$ cat config.mk
export PLATFORM = sky130hd
export DESIGN_NAME = decode_stage
export DESIGN_NICKNAME = d
export VERILOG_FILES = /design/src/common/cpu_pkg.sv /design/src/decode/inst_decoder.sv /design/src/decode/reg_file.sv /design/src/decode/operand_issue.sv /design/src/source/decode_stage.sv
export SDC_FILE = /design/constraint.sdc
export NUM_CORES = 2
export LEC_CHECK = 0
export BUFFER_PORTS_ARGS = -buffer_cell sky130_fd_sc_hd__buf_2
export CORE_ASPECT_RATIO = 1.4
export CORE_UTILIZATION = 55
export DETAILED_ROUTE_END_ITERATION = 16
export PLACE_DENSITY = 0.75
export SYNTH_ARGS = -nofsm -noshare
export SYNTH_HDL_FRONTEND = slang
export SYNTH_SLANG_ARGS = --single-unit
$ cat constraint.sdc
create_clock -name clk -period 2.01 [get_ports clk]
set_input_delay 0.1005 -clock clk [delete_from_list [all_inputs] [get_ports clk]]
set_output_delay 0.1005 -clock clk [all_outputs]
set_load 0.02 [all_outputs]
$ cat src/common/cpu_pkg.sv
`default_nettype none

package cpu_pkg;

    localparam int WORD_W     = 32;
    localparam int REG_ADDR_W = 5;
    localparam int REG_NUM    = 1 << REG_ADDR_W;
    localparam int HALF_W     = WORD_W / 2;

    typedef logic [WORD_W-1:0]     word_t;
    typedef logic [REG_ADDR_W-1:0] reg_addr_t;

    localparam reg_addr_t REG_ZERO = '0;

    localparam logic [5:0] OPC_SPECIAL = 6'b000000;
    localparam logic [5:0] OPC_ADDIU   = 6'b001001;
    localparam logic [5:0] OPC_ANDI    = 6'b001100;
    localparam logic [5:0] OPC_ORI     = 6'b001101;
    localparam logic [5:0] OPC_XORI    = 6'b001110;
    localparam logic [5:0] OPC_LUI     = 6'b001111;

    localparam logic [5:0] FN_ADDU = 6'b100001;
    localparam logic [5:0] FN_SUBU = 6'b100011;
    localparam logic [5:0] FN_AND  = 6'b100100;
    localparam logic [5:0] FN_OR   = 6'b100101;
    localparam logic [5:0] FN_XOR  = 6'b100110;

    typedef enum logic [2:0] {
        OP_NOP = 3'd0,
        OP_AND = 3'd1,
        OP_OR  = 3'd2,
        OP_XOR = 3'd3,
        OP_ADD = 3'd4,
        OP_SUB = 3'd5,
        OP_LUI = 3'd6
    } oper_e;

    typedef struct packed {
        oper_e     oper;
        logic      reg1_read;
        logic      reg2_read;
        reg_addr_t reg1_addr;
        reg_addr_t reg2_addr;
        logic      wreg_write;
        reg_addr_t wreg_addr;
        word_t     imm;         // Already zero or sign extended.
    } dec_ctrl_t;

    typedef struct packed {
        logic      write;
        reg_addr_t addr;
        word_t     data;
    } fwd_t;

    typedef struct packed {
        oper_e     oper;
        word_t     reg1;
        word_t     reg2;
        logic      wreg_write;
        reg_addr_t wreg_addr;
    } issue_t;

    localparam issue_t ISSUE_BUBBLE = '{
        oper:       OP_NOP,
        reg1:       '0,
        reg2:       '0,
        wreg_write: 1'b0,
        wreg_addr:  '0
    };

endpackage

`default_nettype wire

$ cat src/decode/inst_decoder.sv
`default_nettype none

module inst_decoder import cpu_pkg::*; (
    input  word_t     inst_i,
    output dec_ctrl_t ctrl_o
);

    logic [5:0]        opcode;
    logic [5:0]        funct;
    reg_addr_t         rs;
    reg_addr_t         rt;
    reg_addr_t         rd;
    logic [HALF_W-1:0] imm16;

    assign opcode = inst_i[31:26];
    assign rs     = inst_i[25:21];
    assign rt     = inst_i[20:16];
    assign rd     = inst_i[15:11];
    assign funct  = inst_i[5:0];
    assign imm16  = inst_i[15:0];

    always_comb begin
        // Read addresses always follow the rs and rt fields, so the register
        // file can be read without waiting for the decode result.
        ctrl_o.oper       = OP_NOP;
        ctrl_o.reg1_read  = 1'b0;
        ctrl_o.reg2_read  = 1'b0;
        ctrl_o.reg1_addr  = rs;
        ctrl_o.reg2_addr  = rt;
        ctrl_o.wreg_write = 1'b0;
        ctrl_o.wreg_addr  = REG_ZERO;
        ctrl_o.imm        = '0;

        case (opcode)
            OPC_SPECIAL: begin
                ctrl_o.reg1_read  = 1'b1;
                ctrl_o.reg2_read  = 1'b1;
                ctrl_o.wreg_write = 1'b1;
                ctrl_o.wreg_addr  = rd;
                case (funct)
                    FN_AND:  ctrl_o.oper = OP_AND;
                    FN_OR:   ctrl_o.oper = OP_OR;
                    FN_XOR:  ctrl_o.oper = OP_XOR;
                    FN_ADDU: ctrl_o.oper = OP_ADD;
                    FN_SUBU: ctrl_o.oper = OP_SUB;
                    default: begin
                        ctrl_o.reg1_read  = 1'b0;  // Unknown function is a NOP.
                        ctrl_o.reg2_read  = 1'b0;
                        ctrl_o.wreg_write = 1'b0;
                        ctrl_o.wreg_addr  = REG_ZERO;
                    end
                endcase
            end
            OPC_ANDI, OPC_ORI, OPC_XORI: begin
                ctrl_o.reg1_read  = 1'b1;
                ctrl_o.wreg_write = 1'b1;
                ctrl_o.wreg_addr  = rt;
                ctrl_o.imm        = {{HALF_W{1'b0}}, imm16};
                case (opcode)
                    OPC_ANDI: ctrl_o.oper = OP_AND;
                    OPC_ORI:  ctrl_o.oper = OP_OR;
                    default:  ctrl_o.oper = OP_XOR;
                endcase
            end
            OPC_ADDIU: begin
                ctrl_o.oper       = OP_ADD;
                ctrl_o.reg1_read  = 1'b1;
                ctrl_o.wreg_write = 1'b1;
                ctrl_o.wreg_addr  = rt;
                ctrl_o.imm        = {{HALF_W{imm16[HALF_W-1]}}, imm16};  // Sign extended.
            end
            OPC_LUI: begin
                ctrl_o.oper       = OP_LUI;
                ctrl_o.wreg_write = 1'b1;
                ctrl_o.wreg_addr  = rt;
                ctrl_o.imm        = {imm16, {HALF_W{1'b0}}};
            end
            default: begin
                ctrl_o.oper = OP_NOP;
            end
        endcase

        if (ctrl_o.wreg_addr == REG_ZERO) begin
            ctrl_o.wreg_write = 1'b0;  // Writes to r0 are dropped here.
        end
    end

endmodule

`default_nettype wire

$ cat src/decode/reg_file.sv
`default_nettype none

module reg_file import cpu_pkg::*; (
    input  logic      clk,
    input  logic      arst_n_i,
    input  reg_addr_t raddr1_i,
    input  reg_addr_t raddr2_i,
    input  fwd_t      wb_i,
    output word_t     rdata1_o,
    output word_t     rdata2_o
);

    word_t regs [REG_NUM];

    // Read with r0 forced to zero and the write-back value bypassed.
    function automatic word_t read_port(
        input reg_addr_t addr,
        input word_t     stored,
        input fwd_t      wb
    );
        word_t result;
        if (addr == REG_ZERO) begin
            result = '0;
        end else if (wb.write && wb.addr == addr) begin
            result = wb.data;
        end else begin
            result = stored;
        end
        return result;
    endfunction

    always_ff @(posedge clk or negedge arst_n_i) begin
        if (!arst_n_i) begin
            for (int i = 0; i < REG_NUM; i++) begin
                regs[i] <= '0;
            end
        end else if (wb_i.write && wb_i.addr != REG_ZERO) begin
            regs[wb_i.addr] <= wb_i.data;
        end
    end

    always_comb begin
        rdata1_o = read_port(raddr1_i, regs[raddr1_i], wb_i);
        rdata2_o = read_port(raddr2_i, regs[raddr2_i], wb_i);
    end

endmodule

`default_nettype wire

$ cat src/decode/operand_issue.sv
`default_nettype none

module operand_issue import cpu_pkg::*; (
    input  logic      clk,
    input  logic      arst_n_i,
    input  logic      valid_i,
    input  dec_ctrl_t ctrl_i,
    input  word_t     rdata1_i,
    input  word_t     rdata2_i,
    input  fwd_t      ex_fwd_i,
    input  fwd_t      mem_fwd_i,
    output logic      valid_o,
    output issue_t    issue_o
);

    word_t  reg2_alt;
    issue_t issue_d;

    // EX is the younger result, so it takes precedence over MEM.
    function automatic word_t pick_operand(
        input logic      rd_en,
        input reg_addr_t addr,
        input word_t     rf_data,
        input word_t     alt,
        input fwd_t      ex,
        input fwd_t      mem
    );
        word_t result;
        if (!rd_en) begin
            result = alt;
        end else if (addr == REG_ZERO) begin
            result = '0;  // r0 stays zero even if a forward claims it.
        end else if (ex.write && ex.addr == addr) begin
            result = ex.data;
        end else if (mem.write && mem.addr == addr) begin
            result = mem.data;
        end else begin
            result = rf_data;
        end
        return result;
    endfunction

    assign reg2_alt = (ctrl_i.oper == OP_LUI) ? '0 : ctrl_i.imm;  // LUI has no second operand.

    always_comb begin
        if (valid_i) begin
            issue_d.oper       = ctrl_i.oper;
            issue_d.reg1       = pick_operand(ctrl_i.reg1_read, ctrl_i.reg1_addr, rdata1_i,
                                              ctrl_i.imm, ex_fwd_i, mem_fwd_i);
            issue_d.reg2       = pick_operand(ctrl_i.reg2_read, ctrl_i.reg2_addr, rdata2_i,
                                              reg2_alt, ex_fwd_i, mem_fwd_i);
            issue_d.wreg_write = ctrl_i.wreg_write;
            issue_d.wreg_addr  = ctrl_i.wreg_addr;
        end else begin
            issue_d = ISSUE_BUBBLE;
        end
    end

    always_ff @(posedge clk or negedge arst_n_i) begin
        if (!arst_n_i) begin
            valid_o <= 1'b0;
            issue_o <= ISSUE_BUBBLE;
        end else begin
            valid_o <= valid_i;
            issue_o <= issue_d;
        end
    end

endmodule

`default_nettype wire

$ cat src/source/decode_stage.sv
`default_nettype none

module decode_stage import cpu_pkg::*; (
    input  logic   clk,
    input  logic   arst_n_i,
    input  logic   valid_i,
    input  word_t  inst_i,
    input  fwd_t   ex_fwd_i,
    input  fwd_t   mem_fwd_i,
    input  fwd_t   wb_i,
    output logic   valid_o,
    output issue_t issue_o
);

    dec_ctrl_t ctrl;
    word_t     rdata1;
    word_t     rdata2;

    inst_decoder u_inst_decoder (
        .inst_i (inst_i),
        .ctrl_o (ctrl)
    );

    // Register reads come straight from the rs and rt fields, in parallel with decode.
    reg_file u_reg_file (
        .clk      (clk),
        .arst_n_i (arst_n_i),
        .raddr1_i (inst_i[25:21]),
        .raddr2_i (inst_i[20:16]),
        .wb_i     (wb_i),
        .rdata1_o (rdata1),
        .rdata2_o (rdata2)
    );

    operand_issue u_operand_issue (
        .clk       (clk),
        .arst_n_i  (arst_n_i),
        .valid_i   (valid_i),
        .ctrl_i    (ctrl),
        .rdata1_i  (rdata1),
        .rdata2_i  (rdata2),
        .ex_fwd_i  (ex_fwd_i),
        .mem_fwd_i (mem_fwd_i),
        .valid_o   (valid_o),
        .issue_o   (issue_o)
    );

endmodule

`default_nettype wire

==> impl_results.md <==
- VDD IR max: 681 µV
- Row cnt: ~140
- Synth area leaders: dfrtp_1 46%, mux2_2 19%, mux4_2 18%, mux2i_1 3.1%, a22oi_1 1.7%
- Cell area after synthesis: slightly below 60000 µm²
- Worst-path clk slew: 70 ps
- H-tree depth: 3
- Main synth FF type: dfrtp_1
- Port Buffers: approximately 220
- Net count reported at finish: 4991
- Root buf cell: clkbuf_16
- Initial Utilization: 0.554
- FF+latch count, synth: 1098
- Final hold violation count: 0
- Startpoint types: flop
- Mapped Nets: 4276
- Share of post-route cells with drive strength above 1: 0.550
- Largest net degree at the start of global routing: 85
- PwrDens: 899 nW/µm²
- Async S/R FF share, synth: 1.00
- First drt pass iteration count: 9
- Status: finished with violations
- Number of CTS-inserted buffers: 107
- Final worst-path cycle share: 1.05
- Setup TNS: -182 ps
- Die Wd: 279 µm
- Clock Latency Late Sink: 750 ps
- Crit path required time: around 2600 ps
- Most common cell in the netlist: dfrtp_1
- Post-synth EDFFs: 0
- Final core occ: 0.682
- Clk sinks: 1098
- First-pass GRT wire length: 328000 µm
- Worst Hold Class: in2reg
- Synth cell count leaders: 1098 x dfrtp_1, 997 x mux2_2, 479 x mux4_2
- WHS: 45.9 ps
- Placer Congestion: 1.06
- Netlist cell types: 73
- P&R area growth vs syn: 23.0%
- RSZ-0062 raised after global routing: true
- Post-Layout Inst Area: 72900 µm²
- Routed WL per cell: 35.6 µm
- Placed instance count: 6032
- Setup Skew: 50.9 ps
- Setup violators final: 5
- Critical path fanouts, max: 3
- Crit Path Category: reg2reg
- Crit path DAT: 2730 ps
- Max-slew headroom: 0.240
- Post-Synthesis Cells: 4127
- Max Cap Violations: 0
- Vias in the first global route: 47.8k
- Total gr overflow: 0
- Die H: 390 µm
- PnR worst setup slack: -93.6 ps
- Failing checks: setup timing
- Synth top area share: 0.463
- Leakage: 32.3 nW
- Area leader, netlist: dfrtp_1
- Avg Cell Area, Syn: 14.4 µm²
- Area of the core: 107000 µm²
- Total Wirelength: 227000 µm
- Synth Warn #: 0
- Antenna Nets Post-Route: 0
- Placed Area: approximately 67000 µm²
- Worst Setup End Kind: flop
- Sequential share of the synthesized area: 0.463
- Residual DRC: 0
- Minimum clock period: roughly 2100 ps
- Actual slew at the worst max-slew pin: 1140 ps
- I/O Pins: roughly 220
- Clock buffer depth: 3
- Tot GR Track Use: 0.421
- Initial DRC count: between 5k and 6k
- Vias per Instance: just over 7
- Number of antenna violations at the first check in global routing: 14
- Via count: 45.8k
- Maximum clock rate: 475 MHz
- Final Max Slew Viols: 0
- Non-filler cells in the finished layout: 6382
- TritonCTS clock tree: yes
- Post-DP HPWL: 156000 µm
- Die area: around 110000 µm²
[registers in the layout (all words and copies together) (netlist names)]
signal,count
u_operand_issue.valid_o,1
u_operand_issue.issue_o,73
u_reg_file.regs,1024
[critical path: stages, from the launching register on]
cell       delay [ps]
dfrtp_1           420
mux4_2            460
mux4_2            510
mux2i_2           190
nor2_1             70
a2111oi_2         230
a2111oi_1         100
[kinds of logic after synthesis]
group / after synthesis / synth area share
simple gates: 367 / 0.0309
compound gates: 504 / 0.0609
mux: 1658 / 0.402
flops: 1098 / 0.463
buf+inv: 469 / 0.0380
xor+xnor: 31 / 0.00471
[routing by layer]
| layer | routed length (µm) | track usage |
|---|---|---|
| met5 | 32 | 0 |
| met4 | 23500 | 0.360 |
| met3 | 27900 | 0.145 |
| met2 | 101000 | 0.624 |
| met1 | 75100 | 0.491 |
[timing repair]
action / CTS / global route
endpoints found under the setup margin: 15 / 34
pin swaps: 11 / 18
resized for setup: 31 / 52
hold buffers: 130 / 0
endpoints found under the hold margin: 1262 / 0
buffers inserted: 10 / 4
[layout make-up]
class,count,area [µm²]
Clock inverter,49,631
Fill cell,7178,34000
Multi-Input combinational cell,2560,30200
Antenna cell,13,32.5
Clock buffer,147,3050
Sequential cell,1098,27500
Inverter,11,41.3
Tap cell,1440,1800
Timing Repair Buffer,1064,9730
[report_power, final]
part / switching [mW] / total, mW / internal [mW]
Sequential: 3.18 / 29.2 / 26.0
Combinational: 6.21 / 14.9 / 8.73
Clock: 9.30 / 21.4 / 12.1
[per-stage QoR]
stage	total power, mW	setup WS [ps]
CTS	65.0	-78.5
global route	67.6	-165
floorplan	37.7	-16.3
global placement	42.7	-792
detailed placement	43.5	-825
finish	65.5	-93.6
[final timing paths]
kind	endpoint	start	slack, ps	depth (start not counted)
min in group asynchronous	u_reg_file.regs[698]	arst_n_i	140	3
max reg2reg	u_operand_issue.issue_o[39]	u_reg_file.regs[801]	-90	6
min reg2reg	u_reg_file.regs[1017]	u_reg_file.regs[1017]	400	0
min	u_reg_file.regs[629]	wb_i[21]	50	2
max in group asynchronous	u_reg_file.regs[671]	arst_n_i	300	3
max	u_operand_issue.issue_o[39]	u_reg_file.regs[801]	-90	6
[layout by cell type (no fill, tap or decap), types with 20 or more instances in the layout]
master / netlist / routed
a21oi_1: 58 / 53
a221oi_1: 26 / 21
a22oi_1: 131 / 126
buf_12: 0 / 152
buf_2: 90 / 215
buf_4: 43 / 559
clkbuf_1: 235 / 20
clkbuf_16: 0 / 109
clkinv_2: 0 / 22
dfrtp_1: 1098 / 1098
dlygate4sd3_1: 0 / 130
mux2_2: 997 / 996
mux2i_1: 182 / 173
mux4_2: 479 / 479
nand2_1: 82 / 66
nand3_1: 65 / 65
nor2_1: 85 / 58
o21ai_0: 50 / 47
o21ai_1: 27 / 24
o22ai_1: 31 / 30
xnor2_1: 21 / 21
No activity file was read; power rests on OpenSTA's default activity.
